<file path="config.mk">
export PLATFORM = sky130hd
export DESIGN_NAME = scan_fsm
export DESIGN_NICKNAME = d
export VERILOG_FILES = /design/src/panel_params_pkg.sv /design/src/panel_types_pkg.sv /design/src/timeout.sv /design/src/scan_fsm.sv
export SDC_FILE = /design/constraint.sdc
export NUM_CORES = 1
export LEC_CHECK = 0
export ABC_AREA = 1
export BUFFER_PORTS_ARGS = -buffer_cell sky130_fd_sc_hd__buf_2
export CAP_MARGIN = 5
export CORE_UTILIZATION = 50
export DETAILED_ROUTE_END_ITERATION = 8
export PLACE_DENSITY = 0.86
export SLEW_MARGIN = 20
export SYNTH_ARGS = -nofsm -noshare
export SYNTH_HDL_FRONTEND = slang
export SYNTH_HIERARCHICAL = 1
export SYNTH_SLANG_ARGS = --single-unit
export TNS_END_PERCENT = 30
</file>
<file path="constraint.sdc">
create_clock -name clk_in -period 1.4 [get_ports clk_in]
set_clock_uncertainty 0.1 [all_clocks]
set_input_delay 0 -clock clk_in [delete_from_list [all_inputs] [get_ports clk_in]]
set_output_delay 0 -clock clk_in [all_outputs]
set_load 0.01 [all_outputs]
</file>
<file path="src/panel_params_pkg.sv">
// panel geometry constants
// framebuffer address and data widths derived from them

package panel_params_pkg;

    // panel size, each half scanned in parallel
    localparam int unsigned PIXEL_WIDTH      = 64;
    localparam int unsigned PIXEL_HALFHEIGHT = 16;
    localparam int unsigned BYTES_PER_PIXEL  = 1;

    // framebuffer word address is {row, column}
    localparam int unsigned COL_BITS      = $clog2(PIXEL_WIDTH);
    localparam int unsigned ROW_BITS      = $clog2(PIXEL_HALFHEIGHT);
    localparam int unsigned RAM_ADDR_BITS = COL_BITS + ROW_BITS;

    // RGB332 pixels, bottom half in the upper byte of a word
    localparam int unsigned PIXEL_BITS    = 8 * BYTES_PER_PIXEL;
    localparam int unsigned RAM_DATA_BITS = 2 * PIXEL_BITS;

    // load value of the fetch sequencer
    localparam int unsigned FETCH_CYCLES = 3;

endpackage

</file>
<file path="src/panel_types_pkg.sv">
// scan FSM states, AXI response codes and the host register map

package panel_types_pkg;

    typedef enum logic [2:0] {
        IDLE,
        FETCH,
        SHIFT,
        LATCH,
        DISPLAY
    } scan_state_t;

    typedef enum logic [1:0] {
        OKAY   = 2'b00,
        SLVERR = 2'b10
    } axi_resp_t;

    localparam int unsigned AXI_ADDR_BITS = 14;
    localparam int unsigned AXI_DATA_BITS = 32;

    // bit 13 clear selects framebuffer space, word n at byte 4n
    localparam int unsigned SPACE_BIT = 13;
    localparam logic [AXI_ADDR_BITS-1:0] FB_BASE   = 14'h0000;
    localparam logic [AXI_ADDR_BITS-1:0] CTRL_ADDR = 14'h2000;
    localparam int unsigned CTRL_ENABLE_BIT = 0;

endpackage

</file>
<file path="src/timeout.sv">
// loadable down-counter
// running stays high while the count is nonzero

`timescale 1ns/1ps

module timeout #(
    parameter int unsigned COUNTER_WIDTH = 2,
    parameter int unsigned COUNT         = 3
) (
    input  logic                     reset,
    input  logic                     clk_in,
    input  logic                     start,
    output logic [COUNTER_WIDTH-1:0] counter,
    output logic                     running
);

    assign running = (counter != '0);

    always_ff @(posedge clk_in) begin
        if (reset) begin
            counter <= '0;
        end else if (start) begin
            counter <= COUNTER_WIDTH'(COUNT);
        end else if (running) begin
            counter <= counter - 1'b1;
        end
    end

endmodule

</file>
<file path="src/scan_fsm.sv">
// panel scan FSM
// per row: fetch and shift every column, latch, then display for a fixed time

`timescale 1ns/1ps

module scan_fsm #(
    parameter int unsigned PIXEL_WIDTH      = panel_params_pkg::PIXEL_WIDTH,
    parameter int unsigned PIXEL_HALFHEIGHT = panel_params_pkg::PIXEL_HALFHEIGHT,
    parameter int unsigned DISPLAY_CYCLES   = 256
) (
    input  logic                                reset,
    input  logic                                clk_in,
    input  logic                                enable,
    input  logic                                fetch_busy,
    output logic                                pixel_load_start,
    output logic [$clog2(PIXEL_WIDTH)-1:0]      column_address,
    output logic [$clog2(PIXEL_HALFHEIGHT)-1:0] row_address,
    output logic                                panel_clk,
    output logic                                panel_latch,
    output logic                                panel_oe,
    output logic [$clog2(PIXEL_HALFHEIGHT)-1:0] panel_row
);
    import panel_types_pkg::*;

    localparam int unsigned COL_BITS   = $clog2(PIXEL_WIDTH);
    localparam int unsigned ROW_BITS   = $clog2(PIXEL_HALFHEIGHT);
    localparam int unsigned TIMER_BITS = $clog2(DISPLAY_CYCLES + 1);
    localparam logic [COL_BITS-1:0] LAST_COL = COL_BITS'(PIXEL_WIDTH - 1);
    localparam logic [ROW_BITS-1:0] LAST_ROW = ROW_BITS'(PIXEL_HALFHEIGHT - 1);

    scan_state_t           state;
    logic                  fetch_started;
    logic [TIMER_BITS-1:0] display_count;

    // single start per column, masked once the fetch is under way
    assign pixel_load_start = (state == FETCH) && !fetch_started;
    assign panel_clk        = (state == SHIFT);
    assign panel_latch      = (state == LATCH);

    // output enable follows the display timer
    timeout #(
        .COUNTER_WIDTH(TIMER_BITS),
        .COUNT        (DISPLAY_CYCLES)
    ) u_display_timer (
        .reset  (reset),
        .clk_in (clk_in),
        .start  (panel_latch),
        .counter(display_count),
        .running(panel_oe)
    );

    always_ff @(posedge clk_in) begin
        if (reset) begin
            state          <= IDLE;
            fetch_started  <= 1'b0;
            column_address <= '0;
            row_address    <= '0;
            panel_row      <= '0;
        end else begin
            case (state)
                IDLE: begin
                    if (enable) begin
                        column_address <= '0;
                        state          <= FETCH;
                    end
                end
                FETCH: begin
                    if (!fetch_started) begin
                        fetch_started <= 1'b1;
                    end else if (!fetch_busy) begin
                        fetch_started <= 1'b0;
                        state         <= SHIFT;
                    end
                end
                SHIFT: begin
                    if (column_address == LAST_COL) begin
                        // new row shows up while oe is low
                        panel_row <= row_address;
                        state     <= LATCH;
                    end else begin
                        column_address <= column_address + 1'b1;
                        state          <= FETCH;
                    end
                end
                LATCH: state <= DISPLAY;
                DISPLAY: begin
                    if (display_count == TIMER_BITS'(1)) begin
                        column_address <= '0;
                        row_address    <= (row_address == LAST_ROW) ? '0 : row_address + 1'b1;
                        state          <= enable ? FETCH : IDLE;
                    end
                end
                default: state <= IDLE;
            endcase
        end
    end

endmodule

</file>
# == Word-level counts from Yosys, hierarchy flattened ==
# Index checks and enable logic that the tools add are counted.
# word_totals
regBits,27
in_bits,4
out_inout_bits,18
elab_cells,49
# op_classes
addsub,3
eq_ne,12
mux,16
n_reduce_logical,11
# op_table
op,count
6-bit two-way mux,3
9-bit two-way mux,2
6-bit one-hot mux with 3 select lines,1
3-bit one-hot mux with 5 select lines,1
3-bit two-way mux,4
2-bit != test (second input constant),5
9-bit by 1-bit equality test with 1-bit output (second input constant),1
9-bit nonzero test,1
9-bit by 1-bit subtractor with 9-bit output (second input constant),1
4-bit AND reduction,2
6-bit by 1-bit adder with 6-bit output (second input constant),1
3-bit by 2-bit equality test with 1-bit output (second input constant),2
6-bit equality test (second input constant),1
4-bit by 1-bit adder with 4-bit output (second input constant),1
4-bit equality test (second input constant),1
4-bit two-way mux,1
2-bit AND reduction,2
3-bit by 1-bit equality test with 1-bit output (second input constant),1
3-bit equality test (second input constant),1
3-bit logical NOT,1
1-bit two-way mux,3
3-bit nonzero test,1
2-bit two-way mux,1
2-bit nonzero test,1
other kinds (3),3

# == Longest topological paths before layout ==
# Gate-level depths: netlist of the first run.
# logic_depth
word_depth,3
ltp_mapped,8
depth_no_buf,8

# == By module ==
# Netlist of the first run, hierarchy kept.
# by_module_without_submodules
mod,n_inst,cells_each,area_per_inst_um2,seq_area_each_um2
scan_fsm,1,138,960.9,360.3
timeout,1,69,476.7,180.2

# == Worst setup path after synthesis of the first run ==
# OpenSTA, ideal clock, no wires.
# synth_timing
kind,reg2reg
start,register state[0]
end,register u_display_timer.counter[2]
setup_ns,0.121
arrival_ns,1.220
required_ns,1.179
slack_ns,-0.041
stages_incl_launch_ff,6
path_buffers,0
period_less_slack_ns,1.441
cell_sequence,dfxtp_1 -> inv_1 -> nor3_1 -> nor2_1 -> inv_1 -> nor3_1
# synth_between
elab_chain_cells,2
# synth_lines
item,line_no,rtl
from (decl),scan_fsm.sv:31,scan_state_t state;
from (signal assigned),scan_fsm.sv:90,state <= enable ? FETCH : IDLE;
3-bit by 2-bit equality test with 1-bit output,scan_fsm.sv:38,assign panel_latch = (state == LATCH);
via panel_latch,scan_fsm.sv:19,"output logic panel_latch,"
2-bit OR reduction (no source line),--,
to (signal assigned),timeout.sv:23,counter <= COUNTER_WIDTH'(COUNT);
to (signal assigned),timeout.sv:25,counter <= counter - 1'b1;
to (decl),timeout.sv:13,"output logic [COUNTER_WIDTH-1:0] counter,"
# The timed path passes the listed nets, and every way through them passes these cells.
# A chain may end at the register's enable or synchronous reset.

# == Worst setup path in the final report of the first run ==
# layout_timing
start,register state[2]
end,output port pixel_load_start
# layout_between
elab_chain_cells,2
# layout_lines
item,line_no,rtl
3-bit by 1-bit equality test with 1-bit output,scan_fsm.sv:36,assign pixel_load_start = (state == FETCH) && !fetch_started;
1-bit logical AND,scan_fsm.sv:36,
to (decl),scan_fsm.sv:15,"output logic pixel_load_start,"
# Every way passes these cells.

==> flow_metrics.env, run 1 <==
export IMPL_diodes=0
export IMPL_top_level_ports=22
export IMPL_clock_sinks=27
export IMPL_timing_final_crit_share=1.07
export IMPL_syn_area_um2=1440
export IMPL_grt_pass1_vias=1391
export IMPL_leakage_uw=0.000915
export IMPL_path_clk_slew_ns=0.16
export IMPL_slew_viol_final=0
export IMPL_drt_pass1_iter_count=4
export IMPL_startpoint_type="register"
export IMPL_power_density_nw_per_um2=1660
export IMPL_synth_distinct_cells=27
export IMPL_crit_slowest_cell="dfxtp_2"
export IMPL_numCtsBuffers=3
export IMPL_port_buffers=21
export IMPL_critPathRequiredTime_ns=1.30
export IMPL_drc=0
export IMPL_cts_buffer_depth=2
export IMPL_antenna_found_initial=0
export IMPL_rsz0062_at_grt="yes"
export IMPL_die_w_um=55.6
export IMPL_max_freq_mhz=667
export IMPL_drive_gt1_frac=0.436
export IMPL_dieArea_um2=3090
export IMPL_core_rowCount=19
export IMPL_layout_common_cells="nand2_1 (35), nor2_1 (22), inv_1 (20), buf_2 (20), buf_4 (20)"
export IMPL_final_cell_area_um2=1970
export IMPL_wl_per_cell_um=13.0
export IMPL_synth_seq_cells=27
export IMPL_crit_fanout=4
export IMPL_setup_ws_ns=-0.0986
export IMPL_synth_top_cell_by_area="dfxtp_1"
export IMPL_hold_class="input port to register"
export IMPL_tightest_slew_ns=0.309
export IMPL_cp_cell_sequence="inv_1 -> nand3_1 -> nor2_1 -> buf_2"
export IMPL_mostFrequentLayoutCell="nand2_1"
export IMPL_finalNonFillerCells=288
export IMPL_crit_arrival_ns=1.40
export IMPL_vdd_drop_max_mv=1.62
export IMPL_status="complete, but fails checks"
export IMPL_placed_cell_area_um2=1680
export IMPL_syn_inst=207
export IMPL_synth_area_top_cells="dfxtp_1 (38%), nand2_1 (9.9%), nor2_1 (8.6%)"
export IMPL_setup_viol=4
export IMPL_core_area_um2=2730
export IMPL_fin_util=0.722
export IMPL_clockRootBuffer="clkbuf_4"
export IMPL_clock_latency_ns=0.34
export IMPL_avgViaCountPerCell=5.21
export IMPL_min_period_ns=1.50
export IMPL_slew_headroom=0.794
export IMPL_cts_tree="yes"
export IMPL_vias=1500
export IMPL_yosys_area_top_type_share=0.376
export IMPL_cts_max_level=1
export IMPL_gp_congestion=0.835
export IMPL_nNetsFinal=265
export IMPL_numPlacedInstances=271
export IMPL_grt_pass1_wl_um=6130
export IMPL_wirelength_um=3740
export IMPL_grt_start_max_net_pins=17
export IMPL_ant_nets=0
export IMPL_hold_viol=0
export IMPL_path_class="register to output pin"
export IMPL_ys_seq_area_frac=0.376
export IMPL_start_util=0.526
export IMPL_drtIter0Drc=63
export IMPL_setup_worst_path_end_class="output pin"
export IMPL_syn_num_nets=214
export IMPL_violations="negative setup slack"
export IMPL_max_stage_delay_ns=0.39
export IMPL_syn_to_final_growth_pct=37.2
export IMPL_syn_area_per_cell_um2=6.95
export IMPL_yosysWarnings=6
export IMPL_grtUsageTotal=0.247
export IMPL_grt_overflow=0
export IMPL_cap_violations=0
export IMPL_tns_ns=-0.179
export IMPL_die_y_um=55.6
export IMPL_dpl_hpwl_um=2390
[routing by layer]
metal / vias up / part of all wire / global-route usage / routed length, um
met5: - / 0 / 0 / 0
met4: 0 / 0.0096 / 0.0643 / 36
met3: 5 / 0.032 / 0.0279 / 121
met2: 32 / 0.51 / 0.441 / 1920
met1: 697 / 0.44 / 0.315 / 1660
li1: 766 / - / - / -
[report_power, final]
part	leakage (uW)	internal (uW)	total (uW)	switching (uW)
sequential	0.000225	912	1030	115
clock	0.0000139	110	365	255
combinational	0.000676	872	1890	1020
total	0.000915	1890	3280	1390
[layout make-up]
class                   count  area [um^2]
multi-input cells         151          920
fillers                   208          761
flip-flops and latches     27          557
repair buffers             46          314
inverters                  29          114
well taps                  31         38.8
clock buffers               3         22.5
clock inverters             1         7.51
[flip-flops by register name (all words and copies together), names as in the netlist]
register and flops:
column_address 6, fetch_started 1, panel_row 4, row_address 4
state 3, u_display_timer/counter 9
[logic make-up (layout without fill, tap and decap cells)]
kind of cell	count (synthesis)	after routing	share of synthesized area
and+or+nand+nor	118	119	0.389
buffers and inverters	30	79	0.0827
DFF	27	27	0.376
AOI/OAI and AO/OA	25	25	0.102
xor gates and xnor gates	4	4	0.0244
adders and majority gates	3	3	0.0261
[synth_stat cells]
cell,n
o21ai_0,7
clkinv_1,2
o211ai_1,1
xnor2_1,4
buf_2,1
clkinv_4,1
nand3_2,2
or2_2,1
a21oi_2,3
or2_0,1
nand2_2,6
nor2_4,1
inv_2,1
nand3_1,19
nand4_1,5
nor3_1,4
o21ai_2,1
nor2_1,33
a31o_2,1
dfxtp_1,27
inv_1,25
a21oi_1,12
nand2_1,38
nand2_4,1
nor3_4,1
ha_1,3
nor2_2,6
[critical path: cells and delay by family (launching register included)]
family,cells,cell delay [ns]
buffers and inverters,2,0.31
flip-flops,1,0.39
AND/OR/NAND/NOR,2,0.37
[worst paths after layout]
kind,startpoint,end,slack [ns],cells after the start
setup / recovery,state[2]$_SDFFE_PP0P_,pixel_load_start,-0.1,4
hold / removal,reset,column_address[2]$_SDFFE_PP0P_,0.41,3
setup reg to reg,u_display_timer/counter[2]$_SDFFE_PP0P_,u_display_timer/counter[0]$_SDFFE_PP0P_,-0.01,9
hold reg to reg,column_address[2]$_SDFFE_PP0P_,column_address[2]$_SDFFE_PP0P_,0.44,2
[through the flow]
step / hold slack, ns / setup WS [ns] / power (uW)
after global routing: 0.400 / -0.123 / 3520
after floorplan: -0.0276 / 0.0463 / 1960
after CTS: 0.401 / -0.0161 / 3010
after global placement: 0.234 / 0.00444 / 2300
final: 0.411 / -0.0986 / 3280
after detailed placement: 0.237 / -0.0000632 / 2340
[repair_timing]
action / 4_1_cts / 5_1_grt
hold buffers: 3 / 0
gates resized for setup: 18 / 33
gates cloned: 0 / 1
endpoints found under the setup margin: 9 / 26
pin swaps: 7 / 6
endpoints found under the hold margin: 10 / 0
buffers inserted: 7 / 2
(Power assumes the default switching activity.)
==> inputs of run 2 (changes only) <==
Settings changed: RECOVER_POWER set to 50.
==> run 2 against run 1 <==
  * The flow still finishes with violations (negative setup slack)
  * Power about the same
  * Hold slack got worse by 0.0024 ns
  * Critical path depth did not move
  * Largest power group unchanged
==> flow_metrics.env, run 2 (synthesis results as in run 1) <==
export IMPL_status="complete, but fails checks"
export IMPL_violations="negative setup slack"
export IMPL_crit_fanout=4
export IMPL_diodes=0
export IMPL_drtIter0Drc=69
export IMPL_grt_use_met3=0.0279
export IMPL_largest_reg_flops=9
export IMPL_critPathRequiredTime_ns=1.30
export IMPL_die_y_um=55.6
export IMPL_hold_class="input port to register"
export IMPL_r2r_start="u_display_timer/counter[2]$_SDFFE_PP0P_"
export IMPL_clockRootBuffer="clkbuf_4"
export IMPL_core_area_um2=2730
export IMPL_path_class="register to output pin"
export IMPL_grtUsageTotal=0.247
export IMPL_ant_nets=0
export IMPL_met2_usage=0.441
export IMPL_preCtsSetupSlack_ns=-0.0000632
export IMPL_setup_viol=4
export IMPL_gp_congestion=0.835
export IMPL_startpoint_type="register"
export IMPL_min_period_ns=1.51
export IMPL_dieArea_um2=3090
export IMPL_cts_buffer_depth=2
export IMPL_clock_sinks=27
export IMPL_port_buffers=21
export IMPL_start_util=0.526
export IMPL_grt_overflow=0
export IMPL_wirelength_um=3750
export IMPL_cap_violations=0
export IMPL_numCtsBuffers=3
export IMPL_top_level_ports=22
export IMPL_crit_arrival_ns=1.41
export IMPL_nNetsFinal=265
export IMPL_worstHoldStart="reset"
export IMPL_antenna_found_initial=0
export IMPL_layout_common_cells="nand2_1 (35), nor2_1 (22), inv_1 (20), buf_4 (20), nand3_1 (18)"
export IMPL_grt_start_max_net_pins=17
export IMPL_path_clk_slew_ns=0.16
export IMPL_met1_usage=0.315
export IMPL_finalNonFillerCells=288
export IMPL_min_path_cells=3
export IMPL_numPlacedInstances=271
export IMPL_die_w_um=55.6
export IMPL_cts_tree="yes"
export IMPL_largest_register="u_display_timer/counter"
export IMPL_drc=0
export IMPL_hold_viol=0
export IMPL_avgViaCountPerCell=5.24
export IMPL_timing_final_crit_share=1.08
export IMPL_top_regs="u_display_timer/counter: 9 flops, column_address: 6 flops"
export IMPL_vias=1508
export IMPL_cts_max_level=1
export IMPL_syn_to_final_growth_pct=36.6
export IMPL_slew_headroom=0.791
export IMPL_tightest_slew_ns=0.312
export IMPL_startpoint="state[2]$_SDFFE_PP0P_"
export IMPL_grt_pass1_wl_um=6130
export IMPL_leakage_uw=0.000880
export IMPL_drt_pass1_iter_count=4
export IMPL_clock_latency_ns=0.34
export IMPL_dpl_hpwl_um=2390
export IMPL_power_density_nw_per_um2=1670
export IMPL_top_usage_layer="met2"
export IMPL_rsz0062_at_grt="yes"
export IMPL_drive_gt1_frac=0.405
export IMPL_setup_ws_ns=-0.105
export IMPL_setup_worst_path_end_class="output pin"
export IMPL_core_rowCount=19
export IMPL_r2r_worst_path_cells=9
export IMPL_slew_viol_final=0
export IMPL_vdd_drop_max_mv=1.64
export IMPL_max_freq_mhz=664
export IMPL_grt_pass1_vias=1391
export IMPL_wl_per_cell_um=13.0
export IMPL_mostFrequentLayoutCell="nand2_1"
[run 2: worst paths after layout]
check                                                  to  slack, ns
setup / recovery                         pixel_load_start      -0.11
hold / removal             column_address[2]$_SDFFE_PP0P_       0.41
setup reg to reg  u_display_timer/counter[0]$_SDFFE_PP0P_      -0.01
hold reg to reg            column_address[2]$_SDFFE_PP0P_       0.44
[run 2: layer usage]
layer / vias to the layer above / part of all wire
met3: 5 / 0.030
met2: 33 / 0.52
met5: - / 0
met1: 704 / 0.44
li1: 766 / -
met4: 0 / 0.0096
[run 2: layout make-up]
class | instances | area, um^2
Tap cell | 31 | 38.8
Sequential cell | 27 | 557
Clock inverter | 1 | 7.51
Multi-Input combinational cell | 151 | 920
Clock buffer | 3 | 22.5
Timing Repair Buffer | 46 | 304
Fill cell | 213 | 771
Inverter | 29 | 114
[run 2: what timing repair did]
item	in CTS	in global routing
setup endpoints to repair	9	26
hold endpoints to repair	10	0
hold buffers	3	0
pin swaps	7	6
resized for setup	18	33
setup buffers	7	2
gates cloned	0	1
[run 2: power by group]
group	leakage (uW)	total (uW)	internal, uW	switching [uW]
sequential	0.000225	1030	912	115
clock	0.0000139	365	110	255
combinational	0.000641	1890	872	1020
total	0.000880	3280	1890	1390
[run 2: per-stage QoR]
stage	total power [uW]	TNS, ns	hold slack [ns]	utilization	cell area [um^2]
after floorplan	1960	0	-0.0276	-	1450
final	3280	-0.183	0.408	0.718	1960
after global routing	3520	-1.01	0.400	0.718	1960
after CTS	3010	-0.0256	0.401	0.673	1840
after global placement	2300	0	0.234	0.616	1680
after detailed placement	2340	-0.0000632	0.237	0.616	1680
[run 2: worst max-delay path, cell delays in order, from the launching register on]
cell	delay (ns)
dfxtp_2	0.39
inv_1	0.15
nand3_1	0.19
nor2_1	0.18
buf_2	0.16
==> inputs of run 3 (changes only) <==
Settings changed: CORE_MARGIN set to 2.
Clock period 1.4 ns to 1.35 ns, I/O delays scaled along.
==> run 3 against run 2 <==
  * The run still ends with negative setup slack left
  * Cell area is 15% higher
  * Die area up 7.3%
  * Hold slack improved by 0.024 ns
  * Global-route usage rose by 5.0 points
  * Power grew 30%
  * Via count grew 25%
  * Sequential cell count stayed put
  * Largest power group unchanged
==> flow_metrics.env, run 3 (synthesis results as in run 1) <==
export IMPL_setup_worst_path_end_class="register"
export IMPL_largest_register="u_display_timer/counter"
export IMPL_placed_cell_area_um2=1730
export IMPL_p_switching_uw=1970
export IMPL_mostFrequentLayoutCell="buf_4"
export IMPL_timing_final_crit_share=1.17
export IMPL_grt_pass1_vias=1634
export IMPL_rsz0062_at_grt="yes"
export IMPL_port_buffers=21
export IMPL_rrSetupSlack_ns=-0.23
export IMPL_numCtsBuffers=3
export IMPL_final_cell_area_um2=2260
export IMPL_pwr_share_clk=0.090
export IMPL_drc=0
export IMPL_wl_per_cell_um=19.5
export IMPL_start_util=0.526
export IMPL_status="complete, but fails checks"
export IMPL_clock_sinks=27
export IMPL_syn_to_final_growth_pct=57.3
export IMPL_gp_congestion=0.825
export IMPL_drive_gt1_frac=0.534
export IMPL_grt_overflow=0
export IMPL_grt_pass1_wl_um=7410
export IMPL_drtIter0Drc=131
export IMPL_cap_violations=0
export IMPL_cp_cell_sequence="inv_2 -> nand2_2 -> nor2_2 -> nand4_1 -> o21ai_0 -> a21oi_1"
export IMPL_seqPwrFrac=0.251
export IMPL_dpl_hpwl_um=2580
export IMPL_leakage_uw=0.00104
export IMPL_max_freq_mhz=633
export IMPL_cts_max_level=1
export IMPL_grtUsageTotal=0.296
export IMPL_cts_tree="yes"
export IMPL_clock_latency_ns=0.35
export IMPL_avgViaCountPerCell=6.09
export IMPL_core_rowCount=19
export IMPL_layout_common_cells="buf_4 (34), nand2_1 (32), nor2_1 (21)"
export IMPL_setup_ws_ns=-0.231
export IMPL_crit_family="simple AND/OR/NAND/NOR gates"
export IMPL_setup_viol=25
export IMPL_cts_buffer_depth=2
export IMPL_path_class="register to register"
export IMPL_tightest_slew_ns=0.416
export IMPL_slew_headroom=0.721
export IMPL_ant_nets=0
export IMPL_vias=1888
export IMPL_top_level_ports=22
export IMPL_nNetsFinal=287
export IMPL_slew_viol_final=0
export IMPL_antenna_found_initial=0
export IMPL_clockRootBuffer="clkbuf_4"
export IMPL_crit_fanout=3
export IMPL_startpoint_type="register"
export IMPL_diodes=0
export IMPL_grt_start_max_net_pins=16
export IMPL_largest_reg_flops=9
export IMPL_hold_class="register to register"
export IMPL_hold_viol=0
export IMPL_core_area_um2=2730
export IMPL_combPwrFrac=0.659
export IMPL_wirelength_um=6040
export IMPL_path_clk_slew_ns=0.16
export IMPL_tns_ns=-2.22
export IMPL_crit_buf_inv=1
export IMPL_top_regs="u_display_timer/counter: 9 flops, column_address: 6 flops"
export IMPL_max_stage_delay_ns=0.40
export IMPL_die_w_um=57.6
export IMPL_crit_arrival_ns=1.73
export IMPL_swShare=0.462
export IMPL_min_period_ns=1.58
export IMPL_power_density_nw_per_um2=1890
export IMPL_vdd_drop_max_mv=2.32
export IMPL_violations="negative setup slack"
export IMPL_critPathRequiredTime_ns=1.50
export IMPL_crit_slowest_cell="dfxtp_4"
export IMPL_die_y_um=57.6
export IMPL_finalNonFillerCells=310
export IMPL_p_total_uw=4270
export IMPL_dieArea_um2=3320
export IMPL_drt_pass1_iter_count=5
export IMPL_p_int_uw=2300
export IMPL_numPlacedInstances=276
==> run 3: changes by cell type in the layout (fill, tap and decap cells not counted), sizes merged <==
cell	previous run	this run
clkinv	2	3
clkinvlp	1	0
buf	35	62
clkbuf	11	6
==> run 3: worst paths after layout <==
check,cells past startpoint,startpoint,end
max,6,state[0]$_SDFFE_PP0P_,row_address[2]$_SDFFE_PP0P_
min,2,fetch_started$_SDFFE_PP0N_,fetch_started$_SDFFE_PP0N_
max reg2reg,6,state[0]$_SDFFE_PP0P_,row_address[2]$_SDFFE_PP0P_
min reg2reg,2,fetch_started$_SDFFE_PP0N_,fetch_started$_SDFFE_PP0N_
==> run 3: per-layer routing <==
layer  up-vias  routed length (um)  GRT usage
li1        808                   -          -
met1       877                2220      0.372
met2       143                2810      0.479
met3        60                 499     0.0335
met4         0                 511      0.199
met5         -                   0          0
==> run 3: final cells by class <==
cell class	count	area, um^2
clock buffer	3	22.5
clock inverter	1	5.00
fill	145	473
inverter	29	119
multi-input combinational	151	1010
sequential	27	563
tap	31	38.8
timing repair buffer	68	505
==> run 3: per-stage QoR <==
| step | utilization | hold WS, ns | setup slack [ns] |
|---|---|---|---|
| final | 0.827 | 0.432 | -0.231 |
| after global routing | 0.827 | 0.426 | -0.244 |
| after floorplan | - | -0.0276 | 0.00406 |
| after CTS | 0.753 | 0.390 | -0.0585 |
| after detailed placement | 0.633 | 0.229 | -0.0508 |
| after global placement | 0.633 | 0.221 | -0.0238 |
==> run 3: power by group through the flow <==
stage / Sequential (uW) / Clock, uW / Combinational (uW)
final: 1070 / 386 / 2810
after global routing: 1080 / 404 / 2910
after CTS: 1030 / 367 / 2110
after detailed placement: 1020 / 0 / 1460
after global placement: 1020 / 0 / 1410
after floorplan: 1060 / 0 / 986
==> run 3: worst reg2reg max path, stage by stage (launching register included) <==
cell and delay (ns):
dfxtp_4 0.40, inv_2 0.09, nand2_2 0.10, nor2_2 0.25, nand4_1 0.18, o21ai_0 0.28, a21oi_1 0.08
==> run 3: what timing repair did <==
action / CTS / global route
gates resized for setup: 40 / 48
cloned: 0 / 1
hold endpoints to repair: 18 / 0
setup endpoints to repair: 15 / 28
hold buffers: 3 / 0
pin swaps: 12 / 7
buffers inserted: 21 / 5
